**config.mk**
```make
export PLATFORM = sky130hd
export DESIGN_NAME = mc_alu_top
export DESIGN_NICKNAME = d
export VERILOG_FILES = /design/src/rtl/alu_isa_pkg.sv /design/src/rtl/alu_pipe_pkg.sv /design/src/rtl/alu_op_decode.sv /design/src/rtl/delay_line.sv /design/src/rtl/fp_convert.sv /design/src/rtl/mc_alu.sv /design/src/rtl/mc_alu_top.sv /design/src/rtl/mul_add_pipe.sv
export SDC_FILE = /design/constraint.sdc
export NUM_CORES = 2
export LEC_CHECK = 0
export BUFFER_PORTS_ARGS = -buffer_cell sky130_fd_sc_hd__buf_2
export CORE_MARGIN = 2
export CORE_UTILIZATION = 50
export CTS_BUF_LIST = sky130_fd_sc_hd__clkbuf_16
export CTS_CLUSTER_DIAMETER = 40
export DETAILED_ROUTE_END_ITERATION = 10
export GPL_ROUTABILITY_DRIVEN = 0
export GPL_TIMING_DRIVEN = 1
export PLACE_DENSITY = 0.78
export SLEW_MARGIN = 10
export SYNTH_ARGS = -nofsm -noshare
export SYNTH_HDL_FRONTEND = slang
export SYNTH_HIERARCHICAL = 1
export SYNTH_SLANG_ARGS = --single-unit
```
**constraint.sdc**
```tcl
create_clock -name clk -period 5.1 [get_ports clk]
set_clock_uncertainty 0.05 [all_clocks]
set_input_delay 0.765 -clock clk [delete_from_list [all_inputs] [get_ports clk]]
set_output_delay 0.765 -clock clk [all_outputs]
set_load 0.05 [all_outputs]
```
**src/rtl/alu_isa_pkg.sv**
```systemverilog
package alu_isa_pkg;

	// ========================================================================
	// Architectural view of the unit, as the core sees it
	// ========================================================================

	// Width of the register tag that returns with every result
	localparam int TAG_W = 4;

	// One machine word, used for operands, immediates and results
	typedef logic [31:0] value_t;

	// Opcodes understood by the unit
	// Codes 8 to 15 are not assigned and always return zero
	typedef enum logic [3:0] {
		OP_NOP   = 4'd0,
		OP_MULI  = 4'd1,
		OP_MUL   = 4'd2,
		OP_MADD  = 4'd3,
		OP_MSUB  = 4'd4,
		OP_NMADD = 4'd5,
		OP_I2F   = 4'd6,
		OP_F2I   = 4'd7
	} alu_op_e;

	// Request from the issue stage
	// The c operand is the addend of the multiply-add family
	typedef struct packed {
		alu_op_e          op;
		value_t           a;
		value_t           b;
		value_t           c;
		value_t           imm;
		logic [TAG_W-1:0] tag;
	} alu_req_t;

	// Response to the writeback stage, tag identifies the target register
	typedef struct packed {
		value_t           value;
		logic [TAG_W-1:0] tag;
	} alu_rsp_t;

endpackage

```
**src/rtl/alu_pipe_pkg.sv**
```systemverilog
package alu_pipe_pkg;

	import alu_isa_pkg::*;

	// ========================================================================
	// Internal pipeline description
	// ========================================================================

	// Cycles from an accepted request to its response
	localparam int ALU_LAT = 8;

	// Depth of the float conversion pipeline
	localparam int CVT_LAT = 3;

	// Unit whose result is returned at the end of the pipeline
	typedef enum logic [1:0] {
		SEL_NONE = 2'd0,
		SEL_MAC  = 2'd1,
		SEL_I2F  = 2'd2,
		SEL_F2I  = 2'd3
	} unit_sel_e;

	// Controls for the multiply-add datapath
	typedef struct packed {
		logic negate_product;
		logic sub_addend;
		logic use_addend;
	} mac_ctl_t;

	// What travels next to the data so the right result is picked later
	typedef struct packed {
		logic [TAG_W-1:0] tag;
		unit_sel_e        sel;
	} flight_t;

endpackage

```
**src/rtl/alu_op_decode.sv**
```systemverilog
module alu_op_decode
	import alu_isa_pkg::*;
	import alu_pipe_pkg::*;
(
	input  alu_req_t req_i,
	output mac_ctl_t mac_ctl_o,
	output value_t   mul_a_o,
	output value_t   mul_b_o,
	output value_t   addend_o,
	output value_t   cvt_in_o,
	output flight_t  flight_o
);

	// Operands that never change with the opcode
	assign mul_a_o  = req_i.a;
	assign addend_o = req_i.c;
	assign cvt_in_o = req_i.a;

	// Per opcode the unit, its controls and the second factor
	always_comb begin
		mac_ctl_o     = '0;
		mul_b_o       = req_i.b;
		flight_o.tag  = req_i.tag;
		flight_o.sel  = SEL_NONE;
		case (req_i.op)
			OP_MULI: begin
				// Immediate replaces b as second factor
				mul_b_o      = req_i.imm;
				flight_o.sel = SEL_MAC;
			end
			OP_MUL: begin
				flight_o.sel = SEL_MAC;
			end
			OP_MADD: begin
				mac_ctl_o.use_addend = 1'b1;
				flight_o.sel         = SEL_MAC;
			end
			OP_MSUB: begin
				mac_ctl_o.use_addend = 1'b1;
				mac_ctl_o.sub_addend = 1'b1;
				flight_o.sel         = SEL_MAC;
			end
			OP_NMADD: begin
				// Product is negated first, then c is added
				mac_ctl_o.use_addend     = 1'b1;
				mac_ctl_o.negate_product = 1'b1;
				flight_o.sel             = SEL_MAC;
			end
			OP_I2F:  flight_o.sel = SEL_I2F;
			OP_F2I:  flight_o.sel = SEL_F2I;
			// NOP and unassigned codes return zero
			default: flight_o.sel = SEL_NONE;
		endcase
	end

endmodule

```
**src/rtl/delay_line.sv**
```systemverilog
module delay_line #(
	parameter type T   = logic,
	parameter int  DEP = 1
) (
	input  logic clk,
	input  logic arst_n_i,
	input  T     d_i,
	output T     q_o
);

	// One register per stage, the oldest entry sits at index DEP-1
	T stage_q [DEP];

	// Plain shift register with no enable
	// Every stage clears on reset so no stale valid or tag escapes
	always_ff @(posedge clk or negedge arst_n_i) begin
		if (!arst_n_i) begin
			for (int i = 0; i < DEP; i++) begin
				stage_q[i] <= '0;
			end
		end else begin
			stage_q[0] <= d_i;
			for (int i = 1; i < DEP; i++) begin
				stage_q[i] <= stage_q[i-1];
			end
		end
	end

	// Output is taken after exactly DEP clock edges
	assign q_o = stage_q[DEP-1];

endmodule

```
**src/rtl/fp_convert.sv**
```systemverilog
module fp_convert
	import alu_isa_pkg::*;
(
	input  logic   clk,
	input  value_t in_i,
	output value_t i2f_o,
	output value_t f2i_o
);

	// Position of the highest set bit, zero when no bit is set
	function automatic logic [4:0] lead_one(input logic [31:0] v);
		logic [4:0] pos;
		pos = '0;
		for (int i = 0; i < 32; i++) begin
			if (v[i]) begin
				pos = 5'(i);
			end
		end
		return pos;
	endfunction

	logic        i_sign_s1_q;
	logic [31:0] i_mag_s1_q;
	logic        i_sign_s2_q;
	logic        i_zero_s2_q;
	logic [4:0]  i_pos_s2_q;
	logic [31:0] i_mag_s2_q;
	logic [31:0] i_norm;

	logic        f_sign_s1_q;
	logic        f_nan_s1_q;
	logic        f_big_s1_q;
	logic        f_small_s1_q;
	logic [4:0]  f_sh_s1_q;
	logic [22:0] f_man_s1_q;
	logic [31:0] f_full;
	logic [31:0] f_mag_s2_q;
	logic        f_sat_s2_q;
	logic        f_neg_s2_q;

	// ========================================================================
	// Integer to single precision
	// ========================================================================

	// Stage 1 splits sign and magnitude
	// The minimum integer becomes 2^31, which is still right as unsigned
	always_ff @(posedge clk) begin
		i_sign_s1_q <= in_i[31];
		i_mag_s1_q  <= in_i[31] ? -in_i : in_i;
	end

	// Stage 2 locates the leading one, which sets the exponent
	always_ff @(posedge clk) begin
		i_sign_s2_q <= i_sign_s1_q;
		i_mag_s2_q  <= i_mag_s1_q;
		i_pos_s2_q  <= lead_one(i_mag_s1_q);
		i_zero_s2_q <= (i_mag_s1_q == '0);
	end

	// Move the leading one up to bit 31, the hidden bit then drops off
	assign i_norm = i_mag_s2_q << (5'd31 - i_pos_s2_q);

	// Stage 3 packs the word, low mantissa bits are simply cut off
	always_ff @(posedge clk) begin
		if (i_zero_s2_q) begin
			i2f_o <= '0;
		end else begin
			i2f_o <= {i_sign_s2_q, 8'd127 + {3'b000, i_pos_s2_q}, i_norm[30:8]};
		end
	end

	// ========================================================================
	// Single precision to integer
	// ========================================================================

	// Stage 1 classifies the exponent
	// Below the bias the result is zero, from 2^31 upward it saturates
	// Infinity falls into the saturating range as well
	always_ff @(posedge clk) begin
		f_sign_s1_q  <= in_i[31];
		f_nan_s1_q   <= (in_i[30:23] == 8'hff) && (in_i[22:0] != '0);
		f_big_s1_q   <= (in_i[30:23] >= 8'd158);
		f_small_s1_q <= (in_i[30:23] < 8'd127);
		f_sh_s1_q    <= 5'(in_i[30:23] - 8'd127);
		f_man_s1_q   <= in_i[22:0];
	end

	// Mantissa with its hidden bit, binary point sits below bit 23
	assign f_full = {8'h00, 1'b1, f_man_s1_q};

	// Stage 2 aligns the mantissa, the right shift truncates toward zero
	always_ff @(posedge clk) begin
		if (f_small_s1_q) begin
			f_mag_s2_q <= '0;
		end else if (f_sh_s1_q >= 5'd23) begin
			f_mag_s2_q <= f_full << (f_sh_s1_q - 5'd23);
		end else begin
			f_mag_s2_q <= f_full >> (5'd23 - f_sh_s1_q);
		end
		f_sat_s2_q <= f_big_s1_q | f_nan_s1_q;
		// NaN is treated as positive so it saturates to the maximum
		f_neg_s2_q <= f_sign_s1_q & ~f_nan_s1_q;
	end

	// Stage 3 applies saturation and the sign
	always_ff @(posedge clk) begin
		if (f_sat_s2_q) begin
			f2i_o <= f_neg_s2_q ? 32'h8000_0000 : 32'h7fff_ffff;
		end else begin
			f2i_o <= f_neg_s2_q ? -f_mag_s2_q : f_mag_s2_q;
		end
	end

endmodule

```
**src/rtl/mc_alu.sv**
```systemverilog
module mc_alu
	import alu_isa_pkg::*;
	import alu_pipe_pkg::*;
(
	input  logic     clk,
	input  logic     arst_n_i,
	input  logic     req_valid_i,
	input  mac_ctl_t mac_ctl_i,
	input  value_t   mul_a_i,
	input  value_t   mul_b_i,
	input  value_t   addend_i,
	input  value_t   cvt_in_i,
	input  flight_t  flight_i,
	output logic     rsp_valid_o,
	output alu_rsp_t rsp_o
);

	// Valid bit and bookkeeping, delayed together
	typedef struct packed {
		logic    valid;
		flight_t flight;
	} flight_slot_t;

	// Both converter results share one alignment line
	typedef struct packed {
		value_t i2f;
		value_t f2i;
	} cvt_pair_t;

	flight_slot_t slot_in;
	flight_slot_t slot_q;
	cvt_pair_t    cvt_raw;
	cvt_pair_t    cvt_q;
	value_t       mac_result;

	// ========================================================================
	// Execution units
	// ========================================================================

	// Multiply-add already spans the full unit latency
	mul_add_pipe mul_add_pipe_i (
		.clk      (clk),
		.a_i      (mul_a_i),
		.b_i      (mul_b_i),
		.addend_i (addend_i),
		.ctl_i    (mac_ctl_i),
		.result_o (mac_result)
	);

	fp_convert fp_convert_i (
		.clk   (clk),
		.in_i  (cvt_in_i),
		.i2f_o (cvt_raw.i2f),
		.f2i_o (cvt_raw.f2i)
	);

	// ========================================================================
	// Alignment to the common latency
	// ========================================================================

	assign slot_in = '{valid: req_valid_i, flight: flight_i};

	delay_line #(.T(flight_slot_t), .DEP(ALU_LAT)) flight_dly_i (
		.clk      (clk),
		.arst_n_i (arst_n_i),
		.d_i      (slot_in),
		.q_o      (slot_q)
	);

	// Converter output comes early, hold it until the other units catch up
	delay_line #(.T(cvt_pair_t), .DEP(ALU_LAT - CVT_LAT)) cvt_dly_i (
		.clk      (clk),
		.arst_n_i (arst_n_i),
		.d_i      (cvt_raw),
		.q_o      (cvt_q)
	);

	// Result is chosen by the opcode that travelled with the data
	always_comb begin
		case (slot_q.flight.sel)
			SEL_MAC: rsp_o.value = mac_result;
			SEL_I2F: rsp_o.value = cvt_q.i2f;
			SEL_F2I: rsp_o.value = cvt_q.f2i;
			default: rsp_o.value = '0;
		endcase
	end

	assign rsp_o.tag   = slot_q.flight.tag;
	assign rsp_valid_o = slot_q.valid;

endmodule

```
**src/rtl/mc_alu_top.sv**
```systemverilog
module mc_alu_top
	import alu_isa_pkg::*;
	import alu_pipe_pkg::*;
(
	input  logic     clk,
	input  logic     arst_n_i,
	input  logic     req_valid_i,
	input  alu_req_t req_i,
	output logic     rsp_valid_o,
	output alu_rsp_t rsp_o
);

	mac_ctl_t mac_ctl;
	value_t   mul_a;
	value_t   mul_b;
	value_t   addend;
	value_t   cvt_in;
	flight_t  flight;

	// Decode happens in the issue cycle without a register
	alu_op_decode alu_op_decode_i (
		.req_i     (req_i),
		.mac_ctl_o (mac_ctl),
		.mul_a_o   (mul_a),
		.mul_b_o   (mul_b),
		.addend_o  (addend),
		.cvt_in_o  (cvt_in),
		.flight_o  (flight)
	);

	mc_alu mc_alu_i (
		.clk         (clk),
		.arst_n_i    (arst_n_i),
		.req_valid_i (req_valid_i),
		.mac_ctl_i   (mac_ctl),
		.mul_a_i     (mul_a),
		.mul_b_i     (mul_b),
		.addend_i    (addend),
		.cvt_in_i    (cvt_in),
		.flight_i    (flight),
		.rsp_valid_o (rsp_valid_o),
		.rsp_o       (rsp_o)
	);

endmodule

```
**src/rtl/mul_add_pipe.sv**
```systemverilog
module mul_add_pipe
	import alu_isa_pkg::*;
	import alu_pipe_pkg::*;
(
	input  logic     clk,
	input  value_t   a_i,
	input  value_t   b_i,
	input  value_t   addend_i,
	input  mac_ctl_t ctl_i,
	output value_t   result_o
);

	// Four working stages, the rest of the latency is plain padding
	localparam int PAD = ALU_LAT - 4;

	logic [31:0] pp_ll_q;
	logic [15:0] pp_lh_q;
	logic [15:0] pp_hl_q;
	value_t      prod_s2_q;
	value_t      prod_s3_q;
	value_t      acc_s4_q;
	value_t      addend_s1_q;
	value_t      addend_s2_q;
	value_t      addend_s3_q;
	mac_ctl_t    ctl_s1_q;
	mac_ctl_t    ctl_s2_q;
	mac_ctl_t    ctl_s3_q;
	value_t      pad_q [PAD];

	// ========================================================================
	// Product, low 32 bits only
	// ========================================================================

	// Stage 1 forms the partial products of the 16-bit halves
	// The high by high product lands above bit 31 and is never needed
	// Cross products only matter in their low 16 bits
	always_ff @(posedge clk) begin
		pp_ll_q     <= 32'(a_i[15:0]) * 32'(b_i[15:0]);
		pp_lh_q     <= a_i[15:0] * b_i[31:16];
		pp_hl_q     <= a_i[31:16] * b_i[15:0];
		addend_s1_q <= addend_i;
		ctl_s1_q    <= ctl_i;
	end

	// Stage 2 adds the cross terms at bit 16, everything wraps at 2^32
	always_ff @(posedge clk) begin
		prod_s2_q   <= pp_ll_q + {pp_lh_q + pp_hl_q, 16'h0000};
		addend_s2_q <= addend_s1_q;
		ctl_s2_q    <= ctl_s1_q;
	end

	// ========================================================================
	// Negate and accumulate
	// ========================================================================

	// Stage 3 negates the product for NMADD
	always_ff @(posedge clk) begin
		prod_s3_q   <= ctl_s2_q.negate_product ? -prod_s2_q : prod_s2_q;
		addend_s3_q <= addend_s2_q;
		ctl_s3_q    <= ctl_s2_q;
	end

	// Stage 4 adds or subtracts the addend, plain multiplies pass through
	always_ff @(posedge clk) begin
		if (!ctl_s3_q.use_addend) begin
			acc_s4_q <= prod_s3_q;
		end else if (ctl_s3_q.sub_addend) begin
			acc_s4_q <= prod_s3_q - addend_s3_q;
		end else begin
			acc_s4_q <= prod_s3_q + addend_s3_q;
		end
	end

	// Padding stages bring the total to the common unit latency
	always_ff @(posedge clk) begin
		pad_q[0] <= acc_s4_q;
		for (int i = 1; i < PAD; i++) begin
			pad_q[i] <= pad_q[i-1];
		end
	end

	assign result_o = pad_q[PAD-1];

endmodule

```
---- Yosys cells after proc, flatten, opt, wreduce, memory -nomap -nowiden ----
Memories as Yosys holds them, arrays and structs flattened.
Cells that the tools add are included.
storage, ports and cells
  bits in registers ....................... 841
  memory bits (writable) .................. 128
  input bits .............................. 139
  output and inout bits ................... 37
  logic and storage cells ................. 161
  memories ................................ 1
memories
  name                           words  width  rd ports  clocked after memory_dff  write ports  RTL line            source
  mc_alu_i.mul_add_pipe_i.pad_q  4      32     4         0                         4            mul_add_pipe.sv:28  value_t pad_q [PAD];
operators by class
  $add $sub $neg .......................... 12
  $mul .................................... 3
  order comparisons ....................... 3
  equality and inequality tests ........... 11
  shift-type cells ........................ 3
  mux-type cells .......................... 44
  bitwise logic cells ..................... 3
  reductions and logical operators ........ 9
operator list
  cell                 number
  $mux 32              8
  $neg 32->32          3
  $pmux 32 s3          1
  $mux 5               14
  $add 32x32->32       2
  $logic_not 32->1     1
  $mul 16x16->16       2
  $mul 16x16->32       1
  $mux 4               8
  $shl 24x5->32        1
  $shl 32x5->31        1
  $shr 24x5->32        1
  $sub 32x32->32       1
  $mux 31              1
  $reduce_bool 23->1   1
  $add 16x16->16       1
  $eq 4x3->1 const B   4
  $reduce_or 16->1     1
  $mux 3               4
  $sub 5x5->5 const A  2
  $sub 5x5->5 const B  2
  $add 7x5->8 const A  1
  $eq 4x2->1 const B   2
  $eq 8x8->1 const B   1
  18 further kinds     24

---- Longest topological paths before layout ----
  depth after elaboration ................. 30
  mapped depth ............................ 27
  mapped depth without buffers ............ 24

---- Modules after synthesis ----
Netlist, hierarchy kept.
by module, submodules not included
  module                              instances  cells an instance  area each (um^2)  sequential area each (um^2)
  mul_add_pipe                        1          2930               28614.9           7847.5
  fp_convert                          1          1175               10894.2           3983.8
  delay_line (mc_alu_i.cvt_dly_i)     1          384                8488.1            8007.7
  delay_line (mc_alu_i.flight_dly_i)  1          63                 1453.9            1401.3
  alu_op_decode                       1          145                1229.9            0.0
  mc_alu                              1          77                 899.6             0.0

---- Worst setup path after synthesis ----
No wires, ideal clock.
  path kind ............................... input -> register
  start point ............................. input req_i[133] (netlist bit)
  end point ............................... register mc_alu_i.mul_add_pipe_i.pp_ll_q[31]
  library setup time ...................... 123 ps
  data arrival time ....................... 7201 ps
  required time ........................... 4927 ps
  setup slack ............................. -2274 ps
  stages .................................. 26
  path buffers ............................ 3
  cell sequence ........................... nor4b_4 buf_6 mux2_1 clkbuf_1 clkbuf_1 and2_1 fa_1 inv_1 fa_1 inv_1 fa_1 fa_1 fa_1 inv_1 fa_1 inv_1 ha_1 a21oi_1 o21bai_1 a2111oi_0 o21a_1 o31ai_1 a211o_1 a221oi_1 nor3_1 xnor2_1
on the way
  cells in the longest elaborated chain, start to end .. 3
ends and longest elaborated chain
  what                    RTL line             source
  start: declaration      mc_alu_top.sv:8      input alu_req_t req_i,
  $eq 4x1->1              alu_op_decode.sv:25  case (req_i.op)
  $mux 32                 alu_op_decode.sv:25
  net mul_b[4]            mc_alu_top.sv:15     value_t mul_b;
  $mul 16x16->32          mul_add_pipe.sv:38   pp_ll_q <= 32'(a_i[15:0]) * 32'(b_i[15:0]);
  end signal: assignment  mul_add_pipe.sv:38
  end: declaration        mul_add_pipe.sv:16   logic [31:0] pp_ll_q;
The timed path passes the listed nets, and every way through them passes these cells.
A chain may end at the register's enable or synchronous reset.

---- Worst setup path after layout ----
  start point ............................. input req_i[133] (netlist bit)
  end point ............................... register mc_alu_i.mul_add_pipe_i.pp_ll_q[28]
Same word-level chain as after synthesis.

==> qor.csv <==
metric,value,unit
status,finished with violations,
failed_checks,negative setup slack,
drt_first_pass_iters,8,
fmax,150,MHz
worstHoldPathType,input port to flop,
r2r-start,mc_alu_i/mul_add_pipe_i/addend_s3_q[6],
grt_setup_unrepaired,yes,
period_needed,6.67,ns
p_leak,27.0,nW
cts_hold_buf,0,
tritoncts,done,
dp_hpwl,88300,um
syn_area,51600,sq um
total_power,44.5,mW
postPlaceCellArea,54600,sq um
cp_data_required_time,5.56,ns
antenna_found_initial,2,
setup_ws,-1.57,ns
synth_edf_count,0,
io_buffers,175,
drive_above_1_share,18.7,%
row_count,117,
syn_inst,4774,
wirelength,119000,um
area_delta_synth_final,13.7,%
ant_nets,0,
synth_nets,5546,
start_util,50.6,%
fin_nets,5765,
cts_root_buf,clkbuf_16,
clk_latency,0.66,ns
max_slew_margin,27.3,%
endpoint_kind,flop,
fin_crit_sh,131,%
drc,0,
cts_buffers,98,
drv_cap,0,
setup_viol,40,
io_pins,176,
synth_cell_types,102,
p_per_area,759,nW/um^2
ys_warn_count,6,
die_area,106000,sq um
finish.instance_area,58600,sq um
viasPerCell,5.32,
synth_common_cells,"dfxtp_1, inv_1, nand2_1",
grt_overflow,0,
core,102000,sq um
grt_pass1_wl,191000,um
via_count,34300,
path_clk_slew,0.06,ns
crit_path_start,req_i[133],
ys_seq_elements,967,
ir_drop,0.00122,V
worstHoldStart,req_i[36],
instances_no_fill,6449,
routedWlPerCell,18.5,um
crit_fanout,9,
grt_max_degree,140,
clockBufferDepth,3,
synth_top_cell_by_area,dfxtp_1,
synthArstFlopShare,38.9,%
fillers,8146,
worst_setup_path_start_kind,input port,
critical_path_class,input port to flop,
grt_usage,22.5,%
drt_iter0_markers,2798,
cts.sinks,967,
dp.cells,6247,
synthTopCellsByArea,"dfxtp_1, dfrtp_1, fa_1",
yosysTopAreaCellShare,22.9,%
cp.arrival,7.13,ns
drv_slew,0,
grt_pass1_vias,35800,
die_w,325,um
syn_avg_cell_area,10.8,sq um
htreeDepth,3,
synth_most_common_cell,dfxtp_1,
die_h,325,um
tightestPinTransition,1.09,ns
ys_seq_area_share,41.2,%
synthFlopType,dfxtp_1,
hold_viol,0,
[cell type report]
class                           instances  area, sq um  share of cell area [%]
Tap cell                             1368         1710                    2.92
Clock buffer                          100         2500                    4.27
Inverter                              523         1960                    3.35
Clock inverter                         86          865                    1.47
Antenna cell                            2         5.00                 0.00854
Multi-Input combinational cell       2921        26900                    46.0
Sequential cell                       967        21200                    36.2
Timing Repair Buffer                  482         3390                    5.78
[registers in the layout, summed over array words and instances, names as in the netlist, 31 cells and up]
| register | cells |
|---|---|
| mc_alu_i/fp_convert_i/i_mag_s1_q | 31 |
| mc_alu_i/mul_add_pipe_i/addend_s3_q | 32 |
| mc_alu_i/mul_add_pipe_i/prod_s2_q | 32 |
| mc_alu_i/mul_add_pipe_i/acc_s4_q | 32 |
| mc_alu_i/flight_dly_i/stage_q | 49 |
| mc_alu_i/mul_add_pipe_i/pp_ll_q | 32 |
| mc_alu_i/fp_convert_i/i_mag_s2_q | 31 |
| mc_alu_i/mul_add_pipe_i/addend_s1_q | 32 |
| mc_alu_i/mul_add_pipe_i/prod_s3_q | 32 |
| mc_alu_i/mul_add_pipe_i/addend_s2_q | 32 |
| mc_alu_i/mul_add_pipe_i/pad_q | 128 |
| mc_alu_i/fp_convert_i/i2f_o | 32 |
| mc_alu_i/fp_convert_i/f_mag_s2_q | 32 |
| mc_alu_i/cvt_dly_i/stage_q | 256 |
| mc_alu_i/fp_convert_i/f2i_o | 32 |
| mc_alu_i/cvt_dly_i/q_o | 64 |
[worst paths after layout]
path | end | slack [ns] | depth (start not counted)
min in group asynchronous | mc_alu_i/flight_dly_i/q_o[5] | 0.17 | 1
max in group asynchronous | mc_alu_i/cvt_dly_i/stage_q[286] | 3.75 | 2
max reg2reg | mc_alu_i/mul_add_pipe_i/acc_s4_q[31] | 0.62 | 17
min | mc_alu_i/mul_add_pipe_i/addend_s1_q[0] | 0.14 | 1
max | mc_alu_i/mul_add_pipe_i/pp_ll_q[28] | -1.57 | 25
min reg2reg | mc_alu_i/cvt_dly_i/stage_q[256] | 0.24 | 0
[what timing repair did]
item                                    CTS  global route
pin swaps                                34             5
gates resized for setup                  68            43
setup buffers                             8             3
endpoints found under the setup margin   40            42
cloned                                    2             1
[per-stage QoR]
step | setup WS (ns) | util (%) | hold WS (ns) | setup TNS, ns
after floorplan | -1.94 | - | 0.260 | -45.45
after global placement | -2.13 | 53.5 | 0.261 | -65.41
after detailed placement | -2.20 | 53.5 | 0.262 | -68.25
after CTS | -1.47 | 57.2 | 0.103 | -34.42
after global routing | -1.75 | 57.4 | 0.110 | -43.16
final | -1.57 | 57.5 | 0.140 | -36.61
[report_power, final]
part / leakage [nW] / switching, mW / internal [mW]
registers: 9.35 / 1.10 / 9.81
clock network: 1.72 / 3.13 / 4.09
logic: 16.0 / 13.2 / 13.2
total: 27.0 / 17.4 / 27.1
[metal layers]
metal	track usage [%]	vias up	share of wire [%]
li1	-	15900	-
met1	28.9	16800	41
met2	37.9	1324	49
met3	3.49	304	6.4
met4	9.25	2	3.8
met5	0	-	0.016
[cell usage in the layout, fill, tap and decap left out, types with 14 or more instances in the layout]
master	n
or3_1	27
mux4_2	38
inv_1	533
and2_1	238
nand2_1	396
fa_1	349
o21ai_0	61
buf_2	172
nor3_1	49
a211oi_1	31
dfrtp_1	375
a22oi_1	14
nor4_1	14
ha_4	19
nand2b_1	25
dfxtp_1	589
o21ai_1	17
buf_4	289
and2_4	15
o31ai_1	21
mux2_4	45
nor2b_1	37
a22o_1	34
clkinv_1	17
o22ai_1	29
ha_1	256
mux2i_1	77
a31oi_1	19
nand3_1	37
mux2_2	71
xor2_1	41
nor2_1	224
o21a_1	35
a21o_1	54
clkbuf_16	100
xnor2_1	212
o21bai_1	14
o41ai_1	16
a21oi_1	122
[worst max-delay path: stages]
cell      delay (ns)
buf_8           0.10
nor4b_4         0.31
buf_12          0.21
mux2_4          0.39
buf_6           0.16
and2_4          0.14
fa_1            0.50
inv_2           0.04
fa_2            0.54
fa_1            0.44
fa_1            0.52
inv_1           0.05
fa_1            0.51
inv_2           0.04
fa_1            0.45
inv_2           0.08
ha_4            0.16
or2_4           0.15
o22ai_2         0.07
a311oi_2        0.29
a311oi_2        0.17
or4_4           0.59
a21oi_4         0.19
o41ai_2         0.11
xnor2_1         0.12
[cell families (layout without fill, tap and decap cells)]
group | after synthesis | count (layout) | share of synthesized area, %
adders and majority gates | 633 | 633 | 20.6
muxes | 230 | 232 | 5.88
DFF | 967 | 967 | 41.2
and+or+nand+nor | 1171 | 1171 | 11.4
buffers and inverters | 888 | 1191 | 8.07
other | 0 | 2 | 0
AOI/OAI and AO/OA | 623 | 623 | 8.40
xor gates and xnor gates | 262 | 262 | 4.48
No activity file was read; power rests on OpenSTA's default activity.
